`config.mk`:
```
export PLATFORM = sky130hd
export DESIGN_NAME = radio_fe_top
export DESIGN_NICKNAME = d
export VERILOG_FILES = /design/src/rtl/radio_fe_pkg.sv /design/src/rtl/radio_fe_channel.sv /design/src/rtl/radio_fe_top.sv /design/src/rtl/radio_input_capture.sv /design/src/rtl/radio_output_map.sv
export VERILOG_INCLUDE_DIRS = /design/src /design/src/rtl
export SDC_FILE = /design/constraint.sdc
export NUM_CORES = 1
export LEC_CHECK = 0
export BUFFER_PORTS_ARGS = -buffer_cell sky130_fd_sc_hd__buf_2
export CORE_ASPECT_RATIO = 0.6
export CORE_MARGIN = 2
export CORE_UTILIZATION = 30
export DETAILED_ROUTE_END_ITERATION = 12
export PLACE_DENSITY = 0.53
export SLEW_MARGIN = 10
export SYNTH_ARGS = -nofsm -noshare
export SYNTH_HDL_FRONTEND = slang
export SYNTH_HIERARCHICAL = 1
export SYNTH_SLANG_ARGS = --single-unit
```
`constraint.sdc`:
```
create_clock -name radio_clk -period 4.1 [get_ports radio_clk]
set_input_delay 0.205 -clock radio_clk [delete_from_list [all_inputs] [get_ports radio_clk]]
set_output_delay 0.205 -clock radio_clk [all_outputs]
set_load 0.1 [all_outputs]
```
`src/rtl/radio_fe_defines.svh`:
```
// Bus widths, field widths and the register and readback address map
`ifndef RADIO_FE_DEFINES_SVH
`define RADIO_FE_DEFINES_SVH

// Bus and sample widths
`define RF_SAMPLE_W   32
`define RF_ADDR_W     8
`define RF_DATA_W     32
`define RF_LED_W      3

//////////////////////////////////////////////////
// Settings bus addresses
//////////////////////////////////////////////////

// Daughterboard registers live below 16
`define SR_MISC_OUT   8'd0
`define SR_GPIO_OUT   8'd1
`define SR_GPIO_DDR   8'd2

// Channel block starts at 16 and bit 3 picks the channel
`define SR_CH_BASE    8'd16
`define RF_CH_SEL_BIT 3
`define RF_CH_OFF_W   3
`define SR_CH_CTRL    3'd0
`define SR_CH_LEDS    3'd1

// Readback addresses, channel ones repeat at +8 for channel 1
`define RB_MISC_IN    8'd0
`define RB_GPIO_IN    8'd1
`define RB_MISC_OUT   8'd2
`define RB_CH_CTRL    8'd16
`define RB_CH_LEDS    8'd17

`endif

```
`src/rtl/radio_fe_pkg.sv`:
```
// Packed structs for samples, settings and readback buses, control fields and target enum
`default_nettype none

`include "radio_fe_defines.svh"

package radio_fe_pkg;

   // One ADC or DAC word, I in the upper half
   typedef struct packed {
      logic [`RF_SAMPLE_W/2-1:0] i;
      logic [`RF_SAMPLE_W/2-1:0] q;
   } iq_sample_t;

   //////////////////////////////////////////////////
   // Register buses
   //////////////////////////////////////////////////

   // Settings write, valid only in the strobe cycle
   typedef struct packed {
      logic                  stb;
      logic [`RF_ADDR_W-1:0] addr;
      logic [`RF_DATA_W-1:0] data;
   } set_bus_t;

   typedef struct packed {
      logic                  stb;
      logic [`RF_ADDR_W-1:0] addr;
   } rb_req_t;

   typedef struct packed {
      logic                  valid;
      logic [`RF_DATA_W-1:0] data;
   } rb_resp_t;

   // Front end correction, swap_iq is bit 1 and invert_q bit 0
   typedef struct packed {
      logic swap_iq;
      logic invert_q;
   } fe_ctrl_t;

   // Where a bus access lands
   typedef enum logic [1:0] {
      TGT_NONE,
      TGT_DB,
      TGT_CH0,
      TGT_CH1
   } target_e;

endpackage

`default_nettype wire

```
`src/rtl/radio_fe_channel.sv`:
```
// One front end channel with control and LED registers, RX correction and optional TX correction
`timescale 1ns/1ns
`default_nettype none

`include "radio_fe_defines.svh"

module radio_fe_channel import radio_fe_pkg::*; #(
   parameter bit WITH_TX = 1'b1
) (
   input  wire                      radio_clk,
   input  wire                      i_rst_n,
   // Sample from stage 1
   input  wire iq_sample_t          i_sample,
   input  wire                      i_sample_stb,
   // Register buses, already qualified for this channel
   input  wire set_bus_t            i_set,
   input  wire rb_req_t             i_rb,
   // Transmit word towards the DAC
   input  wire iq_sample_t          i_tx,
   input  wire                      i_tx_stb,
   output iq_sample_t               o_sample,
   output logic                     o_sample_stb,
   output iq_sample_t               o_tx,
   output logic [`RF_LED_W-1:0]     o_leds,
   output rb_resp_t                 o_rb
);

   fe_ctrl_t                  ctrl_r;
   logic [`RF_LED_W-1:0]      leds_r;
   logic [`RF_CH_OFF_W-1:0]   set_off;
   logic [`RF_ADDR_W-1:0]     rb_addr;
   logic [`RF_DATA_W-1:0]     rb_mux;
   iq_sample_t                sample_r;
   logic                      sample_stb_r;
   logic                      rb_valid_r;
   logic [`RF_DATA_W-1:0]     rb_data_r;

   //////////////////////////////////////////////////
   // I/Q correction
   //////////////////////////////////////////////////

   // Swap first, then negate whatever ends up in Q
   function automatic iq_sample_t fe_correct(input iq_sample_t s, input fe_ctrl_t c);
      iq_sample_t r;
      r = s;
      if (c.swap_iq) begin
         r.i = s.q;
         r.q = s.i;
      end
      if (c.invert_q) begin
         // Full scale negative wraps back onto itself
         r.q = ~r.q + 1'b1;
      end
      return r;
   endfunction

   //////////////////////////////////////////////////
   // Settings registers
   //////////////////////////////////////////////////

   assign set_off = i_set.addr[`RF_CH_OFF_W-1:0];

   always_ff @(posedge radio_clk) begin
      if (!i_rst_n) begin
         ctrl_r <= '0;
         leds_r <= '0;
      end else if (i_set.stb) begin
         case (set_off)
            `SR_CH_CTRL: ctrl_r <= fe_ctrl_t'(i_set.data[$bits(fe_ctrl_t)-1:0]);
            `SR_CH_LEDS: leds_r <= i_set.data[`RF_LED_W-1:0];
            default: ;
         endcase
      end
   end

   assign o_leds = leds_r;

   // Receive path, one register stage
   always_ff @(posedge radio_clk) begin
      if (!i_rst_n) begin
         sample_stb_r <= 1'b0;
      end else begin
         sample_stb_r <= i_sample_stb;
      end
   end

   always_ff @(posedge radio_clk) begin
      if (i_sample_stb) begin
         sample_r <= fe_correct(i_sample, ctrl_r);
      end
   end

   assign o_sample     = sample_r;
   assign o_sample_stb = sample_stb_r;

   // Transmit path shares the control register
   generate
      if (WITH_TX) begin : g_tx
         iq_sample_t tx_r;

         always_ff @(posedge radio_clk) begin
            if (!i_rst_n) begin
               tx_r <= '0;
            end else begin
               // Idle DAC gets zeros
               tx_r <= i_tx_stb ? fe_correct(i_tx, ctrl_r) : '0;
            end
         end

         assign o_tx = tx_r;
      end else begin : g_no_tx
         assign o_tx = '0;
      end
   endgenerate

   //////////////////////////////////////////////////
   // Readback
   //////////////////////////////////////////////////

   // Fold both channels onto the channel 0 addresses
   always_comb begin
      rb_addr = i_rb.addr;
      rb_addr[`RF_CH_SEL_BIT] = 1'b0;
   end

   always_comb begin
      rb_mux = '0;
      case (rb_addr)
         `RB_CH_CTRL: rb_mux[$bits(fe_ctrl_t)-1:0] = ctrl_r;
         `RB_CH_LEDS: rb_mux[`RF_LED_W-1:0] = leds_r;
         default: rb_mux = '0;
      endcase
   end

   always_ff @(posedge radio_clk) begin
      if (!i_rst_n) begin
         rb_valid_r <= 1'b0;
      end else begin
         rb_valid_r <= i_rb.stb;
      end
   end

   always_ff @(posedge radio_clk) begin
      rb_data_r <= rb_mux;
   end

   assign o_rb = '{valid: rb_valid_r, data: rb_data_r};

   // Stage 1 only passes on reads of this channel's registers
   a_rb_mapped : assert property (@(posedge radio_clk) disable iff (!i_rst_n)
      i_rb.stb |-> (rb_addr == `RB_CH_CTRL || rb_addr == `RB_CH_LEDS))
      else $error("channel readback strobe for an unmapped address");

endmodule

`default_nettype wire

```
`src/rtl/radio_fe_top.sv`:
```
// Top level joining input capture, two front end channels and the output map
`timescale 1ns/1ns
`default_nettype none

`include "radio_fe_defines.svh"

module radio_fe_top import radio_fe_pkg::*; (
   input  wire                      radio_clk,
   input  wire                      i_rst_n,
   // ADC and DAC words
   input  wire iq_sample_t          i_rx,
   input  wire                      i_rx_stb,
   input  wire iq_sample_t          i_tx,
   input  wire                      i_tx_stb,
   // Daughterboard pins
   input  wire [`RF_DATA_W-1:0]     i_misc_in,
   input  wire [`RF_DATA_W-1:0]     i_gpio_in,
   // Register buses
   input  wire set_bus_t            i_set,
   input  wire rb_req_t             i_rb,
   output iq_sample_t               o_rx0,
   output iq_sample_t               o_rx1,
   output logic                     o_rx_stb,
   output iq_sample_t               o_tx,
   output logic [`RF_DATA_W-1:0]    o_gpio_out,
   output logic [`RF_DATA_W-1:0]    o_gpio_ddr,
   output logic [`RF_DATA_W-1:0]    o_misc_out,
   output logic [`RF_LED_W-1:0]     o_radio_led,
   output rb_resp_t                 o_rb
);

   iq_sample_t            s1_sample;
   logic                  s1_stb;
   set_bus_t              s1_set_ch0;
   set_bus_t              s1_set_ch1;
   set_bus_t              s1_db_set;
   rb_req_t               s1_rb_ch0;
   rb_req_t               s1_rb_ch1;
   rb_req_t               s1_db_rb;
   logic [`RF_DATA_W-1:0] s1_misc_in;
   logic [`RF_DATA_W-1:0] s1_gpio_in;
   iq_sample_t            ch0_sample;
   iq_sample_t            ch1_sample;
   logic                  ch0_stb;
   logic [`RF_LED_W-1:0]  ch0_leds;
   logic [`RF_LED_W-1:0]  ch1_leds;
   rb_resp_t              ch0_rb;
   rb_resp_t              ch1_rb;

   radio_input_capture radio_input_capture_inst (
      .radio_clk(radio_clk), .i_rst_n(i_rst_n),
      .i_rx(i_rx), .i_rx_stb(i_rx_stb), .i_set(i_set), .i_rb(i_rb),
      .i_misc_in(i_misc_in), .i_gpio_in(i_gpio_in),
      .o_sample(s1_sample), .o_sample_stb(s1_stb),
      .o_set_ch0(s1_set_ch0), .o_set_ch1(s1_set_ch1), .o_set_db(s1_db_set),
      .o_rb_ch0(s1_rb_ch0), .o_rb_ch1(s1_rb_ch1), .o_rb_db(s1_db_rb),
      .o_misc_in(s1_misc_in), .o_gpio_in(s1_gpio_in)
   );

   // Both channels see the same ADC word, only channel 0 drives the DAC
   radio_fe_channel #(.WITH_TX(1'b1)) radio_fe_channel_0_inst (
      .radio_clk(radio_clk), .i_rst_n(i_rst_n),
      .i_sample(s1_sample), .i_sample_stb(s1_stb),
      .i_set(s1_set_ch0), .i_rb(s1_rb_ch0),
      .i_tx(i_tx), .i_tx_stb(i_tx_stb),
      .o_sample(ch0_sample), .o_sample_stb(ch0_stb), .o_tx(o_tx),
      .o_leds(ch0_leds), .o_rb(ch0_rb)
   );

   radio_fe_channel #(.WITH_TX(1'b0)) radio_fe_channel_1_inst (
      .radio_clk(radio_clk), .i_rst_n(i_rst_n),
      .i_sample(s1_sample), .i_sample_stb(s1_stb),
      .i_set(s1_set_ch1), .i_rb(s1_rb_ch1),
      .i_tx('0), .i_tx_stb(1'b0),
      .o_sample(ch1_sample), .o_sample_stb(), .o_tx(),
      .o_leds(ch1_leds), .o_rb(ch1_rb)
   );

   radio_output_map radio_output_map_inst (
      .radio_clk(radio_clk), .i_rst_n(i_rst_n),
      .i_set_db(s1_db_set), .i_rb_db(s1_db_rb),
      .i_misc_in(s1_misc_in), .i_gpio_in(s1_gpio_in),
      .i_leds0(ch0_leds), .i_leds1(ch1_leds),
      .i_rb_ch0(ch0_rb), .i_rb_ch1(ch1_rb),
      .o_gpio_out(o_gpio_out), .o_gpio_ddr(o_gpio_ddr), .o_misc_out(o_misc_out),
      .o_radio_led(o_radio_led), .o_rb(o_rb)
   );

   assign o_rx0    = ch0_sample;
   assign o_rx1    = ch1_sample;
   assign o_rx_stb = ch0_stb;

endmodule

`default_nettype wire

```
`src/rtl/radio_input_capture.sv`:
```
// Stage 1 input registers with settings and readback address decode
`timescale 1ns/1ns
`default_nettype none

`include "radio_fe_defines.svh"

module radio_input_capture import radio_fe_pkg::*; (
   input  wire                      radio_clk,
   input  wire                      i_rst_n,
   input  wire iq_sample_t          i_rx,
   input  wire                      i_rx_stb,
   input  wire set_bus_t            i_set,
   input  wire rb_req_t             i_rb,
   input  wire [`RF_DATA_W-1:0]     i_misc_in,
   input  wire [`RF_DATA_W-1:0]     i_gpio_in,
   output iq_sample_t               o_sample,
   output logic                     o_sample_stb,
   output set_bus_t                 o_set_ch0,
   output set_bus_t                 o_set_ch1,
   output set_bus_t                 o_set_db,
   output rb_req_t                  o_rb_ch0,
   output rb_req_t                  o_rb_ch1,
   output rb_req_t                  o_rb_db,
   output logic [`RF_DATA_W-1:0]    o_misc_in,
   output logic [`RF_DATA_W-1:0]    o_gpio_in
);

   iq_sample_t            sample_r;
   logic                  sample_stb_r;
   logic [`RF_ADDR_W-1:0] set_addr_r;
   logic [`RF_DATA_W-1:0] set_data_r;
   logic [`RF_ADDR_W-1:0] rb_addr_r;
   target_e               set_tgt_r;
   target_e               rb_tgt_r;
   logic [`RF_DATA_W-1:0] misc_in_r;
   logic [`RF_DATA_W-1:0] gpio_in_r;

   //////////////////////////////////////////////////
   // Address decode
   //////////////////////////////////////////////////

   // Write map with only the listed offsets mapped
   function automatic target_e set_target(input logic [`RF_ADDR_W-1:0] addr);
      logic [`RF_ADDR_W-1:0] ch_addr;
      target_e               tgt;
      ch_addr = addr;
      ch_addr[`RF_CH_SEL_BIT] = 1'b0;
      tgt = TGT_NONE;
      if (addr == `SR_MISC_OUT || addr == `SR_GPIO_OUT || addr == `SR_GPIO_DDR) begin
         tgt = TGT_DB;
      end else if (ch_addr == (`SR_CH_BASE | `SR_CH_CTRL) ||
                   ch_addr == (`SR_CH_BASE | `SR_CH_LEDS)) begin
         tgt = addr[`RF_CH_SEL_BIT] ? TGT_CH1 : TGT_CH0;
      end
      return tgt;
   endfunction

   function automatic target_e rb_target(input logic [`RF_ADDR_W-1:0] addr);
      logic [`RF_ADDR_W-1:0] ch_addr;
      target_e               tgt;
      ch_addr = addr;
      ch_addr[`RF_CH_SEL_BIT] = 1'b0;
      tgt = TGT_NONE;
      if (addr == `RB_MISC_IN || addr == `RB_GPIO_IN || addr == `RB_MISC_OUT) begin
         tgt = TGT_DB;
      end else if (ch_addr == `RB_CH_CTRL || ch_addr == `RB_CH_LEDS) begin
         tgt = addr[`RF_CH_SEL_BIT] ? TGT_CH1 : TGT_CH0;
      end
      return tgt;
   endfunction

   // Strobes and captured inputs
   always_ff @(posedge radio_clk) begin
      if (!i_rst_n) begin
         sample_stb_r <= 1'b0;
         set_tgt_r    <= TGT_NONE;
         rb_tgt_r     <= TGT_NONE;
         misc_in_r    <= '0;
         gpio_in_r    <= '0;
      end else begin
         sample_stb_r <= i_rx_stb;
         set_tgt_r    <= i_set.stb ? set_target(i_set.addr) : TGT_NONE;
         rb_tgt_r     <= i_rb.stb ? rb_target(i_rb.addr) : TGT_NONE;
         misc_in_r    <= i_misc_in;
         gpio_in_r    <= i_gpio_in;
      end
   end

   // Payload
   always_ff @(posedge radio_clk) begin
      if (i_rx_stb) begin
         sample_r <= i_rx;
      end
      set_addr_r <= i_set.addr;
      set_data_r <= i_set.data;
      rb_addr_r  <= i_rb.addr;
   end

   assign o_sample     = sample_r;
   assign o_sample_stb = sample_stb_r;
   assign o_misc_in    = misc_in_r;
   assign o_gpio_in    = gpio_in_r;

   // Only the decoded target sees its strobe
   assign o_set_ch0 = '{stb: (set_tgt_r == TGT_CH0), addr: set_addr_r, data: set_data_r};
   assign o_set_ch1 = '{stb: (set_tgt_r == TGT_CH1), addr: set_addr_r, data: set_data_r};
   assign o_set_db  = '{stb: (set_tgt_r == TGT_DB), addr: set_addr_r, data: set_data_r};
   assign o_rb_ch0  = '{stb: (rb_tgt_r == TGT_CH0), addr: rb_addr_r};
   assign o_rb_ch1  = '{stb: (rb_tgt_r == TGT_CH1), addr: rb_addr_r};
   assign o_rb_db   = '{stb: (rb_tgt_r == TGT_DB), addr: rb_addr_r};

   // Strobed writes land where the address bits point
   a_set_decode : assert property (@(posedge radio_clk) disable iff (!i_rst_n)
      (!o_set_db.stb || set_addr_r < `SR_CH_BASE) &&
      (!o_set_ch0.stb || ((set_addr_r & `SR_CH_BASE) != 0 && !set_addr_r[`RF_CH_SEL_BIT])) &&
      (!o_set_ch1.stb || ((set_addr_r & `SR_CH_BASE) != 0 && set_addr_r[`RF_CH_SEL_BIT])))
      else $error("settings write decoded to the wrong target");

endmodule

`default_nettype wire

```
`src/rtl/radio_output_map.sv`:
```
// Stage 3 daughterboard registers, LED overlay, misc-out register and readback merge
`timescale 1ns/1ns
`default_nettype none

`include "radio_fe_defines.svh"

module radio_output_map import radio_fe_pkg::*; (
   input  wire                      radio_clk,
   input  wire                      i_rst_n,
   input  wire set_bus_t            i_set_db,
   input  wire rb_req_t             i_rb_db,
   input  wire [`RF_DATA_W-1:0]     i_misc_in,
   input  wire [`RF_DATA_W-1:0]     i_gpio_in,
   input  wire [`RF_LED_W-1:0]      i_leds0,
   input  wire [`RF_LED_W-1:0]      i_leds1,
   input  wire rb_resp_t            i_rb_ch0,
   input  wire rb_resp_t            i_rb_ch1,
   output logic [`RF_DATA_W-1:0]    o_gpio_out,
   output logic [`RF_DATA_W-1:0]    o_gpio_ddr,
   output logic [`RF_DATA_W-1:0]    o_misc_out,
   output logic [`RF_LED_W-1:0]     o_radio_led,
   output rb_resp_t                 o_rb
);

   logic [`RF_DATA_W-1:0] misc_out_r;
   logic [`RF_DATA_W-1:0] misc_out_q;
   logic [`RF_DATA_W-1:0] gpio_out_r;
   logic [`RF_DATA_W-1:0] gpio_ddr_r;
   logic                  db_rb_valid_r;
   logic [`RF_DATA_W-1:0] db_rb_data_r;

   // Daughterboard registers
   always_ff @(posedge radio_clk) begin
      if (!i_rst_n) begin
         misc_out_r <= '0;
         gpio_out_r <= '0;
         gpio_ddr_r <= '0;
         misc_out_q <= '0;
      end else begin
         if (i_set_db.stb) begin
            case (i_set_db.addr)
               `SR_MISC_OUT: misc_out_r <= i_set_db.data;
               `SR_GPIO_OUT: gpio_out_r <= i_set_db.data;
               `SR_GPIO_DDR: gpio_ddr_r <= i_set_db.data;
               default: ;
            endcase
         end
         // extra flop before the misc pins leave the block
         misc_out_q <= misc_out_r;
      end
   end

   assign o_gpio_out = gpio_out_r;
   assign o_gpio_ddr = gpio_ddr_r;
   assign o_misc_out = misc_out_q;

   // Both channels light the same LEDs
   assign o_radio_led = i_leds0 | i_leds1;

   //////////////////////////////////////////////////
   // Readback
   //////////////////////////////////////////////////

   always_ff @(posedge radio_clk) begin
      if (!i_rst_n) begin
         db_rb_valid_r <= 1'b0;
      end else begin
         db_rb_valid_r <= i_rb_db.stb;
      end
   end

   always_ff @(posedge radio_clk) begin
      case (i_rb_db.addr)
         `RB_MISC_IN:  db_rb_data_r <= i_misc_in;
         `RB_GPIO_IN:  db_rb_data_r <= i_gpio_in;
         `RB_MISC_OUT: db_rb_data_r <= misc_out_r;
         default:      db_rb_data_r <= '0;
      endcase
   end

   // At most one source answers, so an OR of gated data is enough
   assign o_rb.valid = db_rb_valid_r | i_rb_ch0.valid | i_rb_ch1.valid;
   assign o_rb.data  = ({`RF_DATA_W{db_rb_valid_r}} & db_rb_data_r)
                     | ({`RF_DATA_W{i_rb_ch0.valid}} & i_rb_ch0.data)
                     | ({`RF_DATA_W{i_rb_ch1.valid}} & i_rb_ch1.data);

   a_rb_no_collision : assert property (@(posedge radio_clk) disable iff (!i_rst_n)
      $onehot0({db_rb_valid_r, i_rb_ch0.valid, i_rb_ch1.valid}))
      else $error("two readback responses valid in the same cycle");

endmodule

`default_nettype wire
```
==> results.sh, run 1 <==
export IMPL_slew_headroom=0.229
export IMPL_die_y_um=188
export IMPL_hold_buffers=177
export IMPL_cap_violations=0
export IMPL_fin_crit_sh=0.694
export IMPL_cts_buffers=43
export IMPL_syn_to_final_growth_pct=30.8
export IMPL_dr_pass1_iters=5
export IMPL_grt_pass1_wl_um=82100
export IMPL_drcViolationCount=0
export IMPL_place_ws_ns=1.27
export IMPL_cts_htree_levels=2
export IMPL_insertion_delay_ns=0.58
export IMPL_status="finished, final reports clean"
export IMPL_start_util=0.304
export IMPL_r2r_slack_ns=1.26
export IMPL_min_period_ns=2.84
export IMPL_grt_overflow_total=0
export IMPL_worst_slew_pin_slew_ns=1.15
export IMPL_netlist_instances=1526
export IMPL_grt_max_degree=119
export IMPL_wl_per_cell_um=19.7
export IMPL_drive_gt1_frac=0.268
export IMPL_reg2reg_to="radio_fe_channel_0_inst/o_sample[12]"
export IMPL_cts_tree="done"
export IMPL_io_pins=411
export IMPL_multiInputGateArea_um2=6140
export IMPL_cts_resized_gates=0
export IMPL_hold_viol=0
export IMPL_crit_fanout=53
export IMPL_dp_cells=2569
export IMPL_hp_start="i_tx[20]"
export IMPL_fin_nets=2217
export IMPL_layoutNonFillerInstCount=2825
export IMPL_setup_viol=0
export IMPL_fmax_mhz=352
export IMPL_cp_start_kind="flop"
export IMPL_clk_path_buf_depth=3
export IMPL_via_count=12800
export IMPL_whs_path_depth=3
export IMPL_rsz0062_at_grt="false"
export IMPL_antenna_left=0
export IMPL_skew_ns=0.0139
export IMPL_r2r_start="radio_fe_channel_0_inst/ctrl_r[1]"
export IMPL_end_kind="flop"
export IMPL_core_um2=55900
export IMPL_dp_hpwl_um=39600
export IMPL_portBuffers=410
export IMPL_rows=67
export IMPL_critPathKind="reg -> reg"
export IMPL_required_ns=4.43
export IMPL_grt_antenna_before_repair=2
export IMPL_tns_ns=0
export IMPL_grt_pass1_vias=12900
export IMPL_syn_area_per_cell_um2=11.1
export IMPL_reg2reg_depth=6
export IMPL_path_clk_slew_ns=0.06
export IMPL_cts_root_buf="clkbuf_16"
export IMPL_setup_slack_ns=1.26
export IMPL_design_area_um2=22200
export IMPL_hp_class="in -> reg"
export IMPL_grtUsageTotal=0.185
export IMPL_die_w_um=311
export IMPL_peakVddDrop_uv=251
export IMPL_routabilityCongestion=0.862
export IMPL_synth_warnings=6
export IMPL_p_per_area_nw_per_um2=426
export IMPL_drtIter0Drc=1047
export IMPL_ff_latch_area_um2=9480
export IMPL_wl_um=55600
export IMPL_cts_setup_buffers=0
export IMPL_cts_sinks=425
export IMPL_p_leak_uw=0.0100
export IMPL_post_synth_instance_area_um2=17000
export IMPL_holdPathEnd="radio_fe_channel_0_inst/o_tx[20]"
export IMPL_fin_util=0.398
export IMPL_crit_arrival_ns=3.17
export IMPL_placed_area_um2=19100
export IMPL_viasPerCell=4.53
export IMPL_slew_violations=0
export IMPL_nFillCells=5493
export IMPL_die_area_um2=58700
## critical path, stage by stage, from the launching register on
cell and delay, ns:
dfxtp_4 0.78, buf_4 0.50, nor3b_1 0.25, o21ai_1 0.15, or4_1 0.58, o21ai_1 0.21, xor2_1 0.09
## per-layer routing
| metal | track usage | part of all wire | vias to the layer above | wire length, µm |
|---|---|---|---|---|
| li1 | - | - | 6097 | - |
| met1 | 0.269 | 0.48 | 6229 | 26900 |
| met2 | 0.276 | 0.43 | 374 | 24000 |
| met3 | 0.0355 | 0.058 | 95 | 3240 |
| met4 | 0.0574 | 0.026 | 0 | 1430 |
| met5 | 0 | 0 | - | 0 |
## through the flow
stage | total power [µW] | hold slack (ns)
6_report | 9480 | 0.0280
5_1_grt | 9840 | 0.0261
4_1_cts | 9580 | 0.00586
3_5_place_dp | 5430 | 0.309
3_3_place_gp | 5420 | 0.307
2_1_floorplan | 5230 | 0.233
## sequential cells by signal, summed over array words and instances (netlist names), 2 cells and up
signal	flops
radio_fe_channel_0_inst/ctrl_r	2
radio_fe_channel_0_inst/o_leds	3
radio_fe_channel_0_inst/o_sample	32
radio_fe_channel_0_inst/o_tx	32
radio_fe_channel_0_inst/rb_data_r	3
radio_fe_channel_1_inst/ctrl_r	2
radio_fe_channel_1_inst/o_leds	3
radio_fe_channel_1_inst/o_sample	32
radio_fe_channel_1_inst/rb_data_r	3
radio_input_capture_inst/o_gpio_in	32
radio_input_capture_inst/o_misc_in	32
radio_input_capture_inst/o_sample	32
radio_input_capture_inst/rb_addr_r	8
radio_input_capture_inst/rb_tgt_r	2
radio_input_capture_inst/set_addr_r	8
radio_input_capture_inst/set_data_r	32
radio_input_capture_inst/set_tgt_r	2
radio_output_map_inst/db_rb_data_r	32
radio_output_map_inst/misc_out_r	32
radio_output_map_inst/o_gpio_ddr	32
radio_output_map_inst/o_gpio_out	32
radio_output_map_inst/o_misc_out	32
## how the worst max path moves through the flow
stage | startpoint | endpoint | cells after the start
final | radio_fe_channel_0_inst/ctrl_r[1] | radio_fe_channel_0_inst/o_sample[12] | 6
after global routing | radio_fe_channel_0_inst/ctrl_r[1] | radio_fe_channel_0_inst/o_sample[12] | 6
after CTS | radio_fe_channel_0_inst/ctrl_r[1] | radio_fe_channel_0_inst/o_sample[12] | 6
after detailed placement | radio_fe_channel_0_inst/ctrl_r[1] | radio_fe_channel_0_inst/o_sample[12] | 6
after global placement | radio_fe_channel_0_inst/ctrl_r[1] | radio_fe_channel_0_inst/o_sample[12] | 6
after floorplan | radio_fe_channel_0_inst/ctrl_r[1] | radio_fe_channel_0_inst/o_sample[12] | 11
## power by group
part / internal (µW) / total (µW) / switching (µW)
Clock: 2230 / 4000 / 1770
Combinational: 336 / 940 / 605
Sequential: 4420 / 4540 / 118
Total: 6990 / 9480 / 2490
## final cells by class
type	instances	share of cell area
multi-input combinational	885	0.276
sequential	425	0.426
timing repair buffer	607	0.180
tap	759	0.0427
inverter	70	0.0118
clock buffer	60	0.0549
clock inverter	17	0.00838
antenna	2	0.000225
## placed cells by master (no fill, tap or decap), types with 9 or more instances in the layout
master	count
edfxtp_1	96
a21oi_1	17
conb_1	58
nand2_1	143
buf_4	19
clkbuf_1	9
a2bb2oi_1	32
nor3_1	22
nor2_1	101
dlygate4sd3_1	177
mux2_2	34
clkbuf_16	43
buf_2	409
dfxtp_1	325
mux2i_1	201
a222oi_1	33
and2_1	71
xnor2_1	17
xor2_1	25
nor2b_1	16
inv_1	70
o21ai_0	12
Power figures use the tool's default switching activity.
==> inputs of run 2 (changes only) <==
clock period = 2.9 ns   (was 4.1 ns; I/O delays follow)
==> run 2 against run 1 <==
  * Routed wire length is 0.33% higher
  * Critical endpoint is now o_rb[15]
  * Clock power is 47% higher
  * Flip-flop and latch count stayed put
  * Total power rose by 44%
  * Critical path depth fell by 2
  * Combinational power rose by 46%
  * Die area unchanged
  * Sequential share of layout area decreased by 0.55 points
  * Worst hold slack better by 0.032 ns
  * Final area grew 1.3%
  * Critical path type is now reg -> out
  * Final cell count rose by 0.85%
  * Worst setup slack lost 0.91 ns
==> results.sh, run 2 (synthesized netlist as in run 1, its figures left out) <==
export IMPL_core_um2=55900
export IMPL_cts_sinks=425
export IMPL_crit_arrival_ns=2.41
export IMPL_hold_viol=0
export IMPL_p_leak_uw=0.0101
export IMPL_routabilityCongestion=0.860
export IMPL_slew_violations=0
export IMPL_cp_start_kind="flop"
export IMPL_cts_tree="done"
export IMPL_required_ns=2.76
export IMPL_die_w_um=311
export IMPL_drcViolationCount=0
export IMPL_grt_pass1_wl_um=81700
export IMPL_portBuffers=410
export IMPL_cts_root_buf="clkbuf_16"
export IMPL_crit_chain="buf_4 -> a222oi_1 -> inv_1 -> buf_2"
export IMPL_p_per_area_nw_per_um2=606
export IMPL_fmax_mhz=391
export IMPL_insertion_delay_ns=0.58
export IMPL_clkPwrFrac=0.431
export IMPL_fin_nets=2237
export IMPL_via_count=12800
export IMPL_fin_crit_sh=0.881
export IMPL_crit_fanout=19
export IMPL_hp_class="in -> reg"
export IMPL_start_util=0.304
export IMPL_final_common_cell="buf_2"
export IMPL_drtIter0Drc=974
export IMPL_rsz0062_at_grt="false"
export IMPL_dp_hpwl_um=40400
export IMPL_viasPerCell=4.51
export IMPL_cap_violations=0
export IMPL_dr_pass1_iters=8
export IMPL_skew_ns=0.0215
export IMPL_crit_slowest_cell="dfxtp_1"
export IMPL_io_pins=411
export IMPL_status="finished, final reports clean"
export IMPL_worst_slew_pin_slew_ns=0.935
export IMPL_grt_overflow_total=0
export IMPL_p_int_uw=10100
export IMPL_antenna_left=0
export IMPL_combinationalPowerShare=0.100
export IMPL_setup_slack_ns=0.345
export IMPL_crit_family="buffers and inverters"
export IMPL_grtUsageTotal=0.184
export IMPL_peakVddDrop_uv=359
export IMPL_min_period_ns=2.55
export IMPL_syn_to_final_growth_pct=32.5
export IMPL_tns_ns=0
export IMPL_p_switching_uw=3590
export IMPL_end_kind="output port"
export IMPL_die_y_um=188
export IMPL_cts_buffers=44
export IMPL_path_clk_slew_ns=0.06
export IMPL_switching_share=0.263
export IMPL_max_stage_delay_ns=0.84
export IMPL_grt_max_degree=61
export IMPL_wl_per_cell_um=19.6
export IMPL_whs_ns=0.0602
export IMPL_critPathKind="reg -> out"
export IMPL_rows=67
export IMPL_fin_util=0.403
export IMPL_seqPwrFrac=0.469
export IMPL_slew_headroom=0.374
export IMPL_crit_buf_inv=3
export IMPL_place_ws_ns=0.406
export IMPL_clk_path_buf_depth=3
export IMPL_final_cell_mix="409 x buf_2, 325 x dfxtp_1, 201 x mux2i_1"
export IMPL_drive_gt1_frac=0.275
export IMPL_grt_antenna_before_repair=5
export IMPL_die_area_um2=58700
export IMPL_cts_htree_levels=2
export IMPL_setup_viol=0
export IMPL_grt_pass1_vias=12900
export IMPL_wl_um=55800
run 2: power by group through the flow:
| stage | Combinational, µW | Sequential [µW] | Clock (µW) |
|---|---|---|---|
| after global placement | 1150 | 6520 | 0 |
| final | 1370 | 6400 | 5880 |
| after detailed placement | 1160 | 6530 | 0 |
| after floorplan | 465 | 6930 | 0 |
| after global routing | 1450 | 6410 | 6270 |
| after CTS | 1370 | 6400 | 6060 |
run 2: metrics by stage:
step	power (µW)	area, µm²	cells
detailed placement	7690	19200	2580
floorplan	7390	17200	1582
CTS	13800	22500	2846
global placement	7680	19200	2580
finish	13700	22500	2849
global route	14100	22500	2847
run 2: final timing paths:
check | startpoint | to | slack, ns | cells after the start
worst max-delay path | radio_output_map_inst/db_rb_valid_r | o_rb[15] | 0.35 | 4
worst min-delay path | i_rst_n | radio_output_map_inst/db_rb_valid_r | 0.06 | 2
worst min register to register | radio_fe_channel_1_inst/o_leds[2] | radio_fe_channel_1_inst/rb_data_r[2] | 0.45 | 2
worst max register to register | radio_fe_channel_0_inst/ctrl_r[1] | radio_fe_channel_0_inst/o_tx[14] | 0.35 | 7
run 2: layout make-up:
cell class                      instances  area, µm²
Fill cell                            5456      33400
Sequential cell                       425       9480
Multi-Input combinational cell        885       6140
Timing Repair Buffer                  626       4190
Clock buffer                           53       1180
Tap cell                              759        950
Clock inverter                         28        312
Inverter                               70        263
Antenna cell                            3       7.51
run 2: timing repair:
action,in CTS,in global routing
hold buffers,185,0
endpoints found under the hold margin,171,0
buffers inserted,0,0
resized for setup,0,0
run 2: layer usage:
metal / routed length, µm / GRT usage
met5: 0 / 0
met4: 1260 / 0.0520
met3: 3270 / 0.0372
met2: 23600 / 0.267
met1: 27700 / 0.275
run 2: worst register-to-register path: cells and delay by family, from the launching register on:
family,cells,cell delay [ns]
flip-flops,1,0.64
multiplexers,1,0.34
AO/OA/AOI/OAI,1,0.51
XOR/XNOR,1,0.17
AND/OR/NAND/NOR,3,0.55
adder cells (fa/ha/maj),1,0.21
==> inputs of run 3 (changes only) <==
ABC_AREA = 1   (was default)
PLACE_DENSITY = 0.52   (was 0.53)
REMOVE_ABC_BUFFERS = 1   (was default)
==> run 3 against run 2 <==
  * Sequential power about the same
  * Worst setup slack better by 0.097 ns
  * Core utilization down 0.67 points
  * Synthesized cell count up 52%
  * Clock-buffer cell count up 3
==> results.sh, run 3 <==
export IMPL_rows=69
export IMPL_peakVddDrop_uv=381
export IMPL_r2r_slack_ns=0.72
export IMPL_crit_slowest_cell="dfxtp_1"
export IMPL_wl_um=62900
export IMPL_wl_per_cell_um=17.3
export IMPL_status="finished, final reports clean"
export IMPL_insertion_delay_ns=0.59
export IMPL_worst_slew_pin_slew_ns=0.904
export IMPL_synth_warnings=6
export IMPL_portBuffers=410
export IMPL_grt_max_degree=126
export IMPL_max_stage_delay_ns=0.61
export IMPL_syn_area_per_cell_um2=7.84
export IMPL_dp_hpwl_um=45500
export IMPL_grt_overflow_total=0
export IMPL_crit_fanout=26
export IMPL_final_cell_mix="662 x nand2_1, 409 x buf_2, 327 x dfxtp_1"
export IMPL_crit_arrival_ns=2.31
export IMPL_p_leak_uw=0.0117
export IMPL_antenna_left=0
export IMPL_clk_path_buf_depth=3
export IMPL_slew_headroom=0.396
export IMPL_cts_buffers=44
export IMPL_syn_to_final_growth_pct=29.6
export IMPL_finalPower_uw=14000
export IMPL_drcViolationCount=0
export IMPL_final_common_cell="nand2_1"
export IMPL_rsz0062_at_grt="false"
export IMPL_min_period_ns=2.46
export IMPL_cts_sinks=425
export IMPL_fin_nets=3017
export IMPL_grt_pass1_vias=16000
export IMPL_grt_antenna_before_repair=2
export IMPL_core_um2=59600
export IMPL_fmax_mhz=407
export IMPL_hold_viol=0
export IMPL_die_w_um=322
export IMPL_crit_chain="buf_4 -> nand2_1 -> nand3_1 -> buf_2"
export IMPL_dr_pass1_iters=8
export IMPL_critPathKind="reg -> out"
export IMPL_fin_crit_sh=0.848
export IMPL_cts_tree="done"
export IMPL_drtIter0Drc=1208
export IMPL_grt_pass1_wl_um=94800
export IMPL_start_util=0.306
export IMPL_post_synth_instance_area_um2=18200
export IMPL_slew_violations=0
export IMPL_via_count=16200
export IMPL_end_kind="output port"
export IMPL_drive_gt1_frac=0.199
export IMPL_cap_violations=0
export IMPL_p_per_area_nw_per_um2=595
export IMPL_die_y_um=195
export IMPL_cp_start_kind="flop"
export IMPL_cts_root_buf="clkbuf_16"
export IMPL_fin_util=0.396
export IMPL_required_ns=2.76
export IMPL_hp_class="in -> reg"
export IMPL_die_area_um2=62800
export IMPL_cts_htree_levels=2
export IMPL_routabilityCongestion=0.889
export IMPL_grtUsageTotal=0.197
export IMPL_io_pins=411
export IMPL_netlist_instances=2323
export IMPL_skew_ns=0.0272
export IMPL_setup_viol=0
export IMPL_path_clk_slew_ns=0.07
export IMPL_viasPerCell=4.45
-- run 3: worst paths after layout --
kind | endpoint | start | depth (start not counted)
worst max-delay path | o_rb[29] | radio_output_map_inst/db_rb_valid_r | 4
worst min register to register | radio_output_map_inst/db_rb_data_r[20] | radio_input_capture_inst/o_misc_in[20] | 2
worst min-delay path | radio_fe_channel_0_inst/o_tx[9] | i_tx[25] | 5
worst max register to register | radio_fe_channel_0_inst/o_sample[14] | radio_fe_channel_0_inst/ctrl_r[1] | 9
-- run 3: worst max-delay path, delay by kind of cell (launching register included) --
| kind | cells | cell delay [ns] |
|---|---|---|
| DFF | 1 | 0.61 |
| buffers and inverters | 2 | 0.87 |
| and+or+nand+nor | 2 | 0.23 |
-- run 3: power breakdown --
part / total, µW / leakage [µW] / internal (µW) / switching (µW)
clock network: 6030 / 0.000736 / 3510 / 2520
logic: 1610 / 0.00740 / 458 / 1150
registers: 6410 / 0.00361 / 6280 / 131
total: 14000 / 0.0117 / 10200 / 3800
-- run 3: layout make-up --
class | count | area, µm²
Sequential cell | 425 | 9470
Timing Repair Buffer | 638 | 4320
Tap cell | 781 | 977
Antenna cell | 1 | 2.50
Inverter | 268 | 1010
Multi-Input combinational cell | 1455 | 6300
Clock buffer | 56 | 1210
Clock inverter | 22 | 322
Fill cell | 6122 | 36000
-- run 3: stage by stage --
stage,hold slack (ns),area (µm²),std cells,setup WS (ns),TNS [ns]
global route,0.0650,23600,3646,0.267,0
global placement,0.248,20100,3368,0.870,0
detailed placement,0.249,20100,3368,0.802,0
floorplan,0.173,16800,2148,-0.921,-20.98
finish,0.0530,23600,3646,0.442,0
CTS,0.000936,23600,3645,0.339,0
-- run 3: layer usage --
layer | part of all wire | track usage
met1 | 0.49 | 0.285
met2 | 0.44 | 0.299
met3 | 0.050 | 0.0307
met4 | 0.027 | 0.0628
met5 | 0 | 0
-- run 3: repair_timing --
item,CTS,global route
resized for setup,0,0
setup buffers,0,0
hold endpoints to repair,202,0
hold buffers,199,0
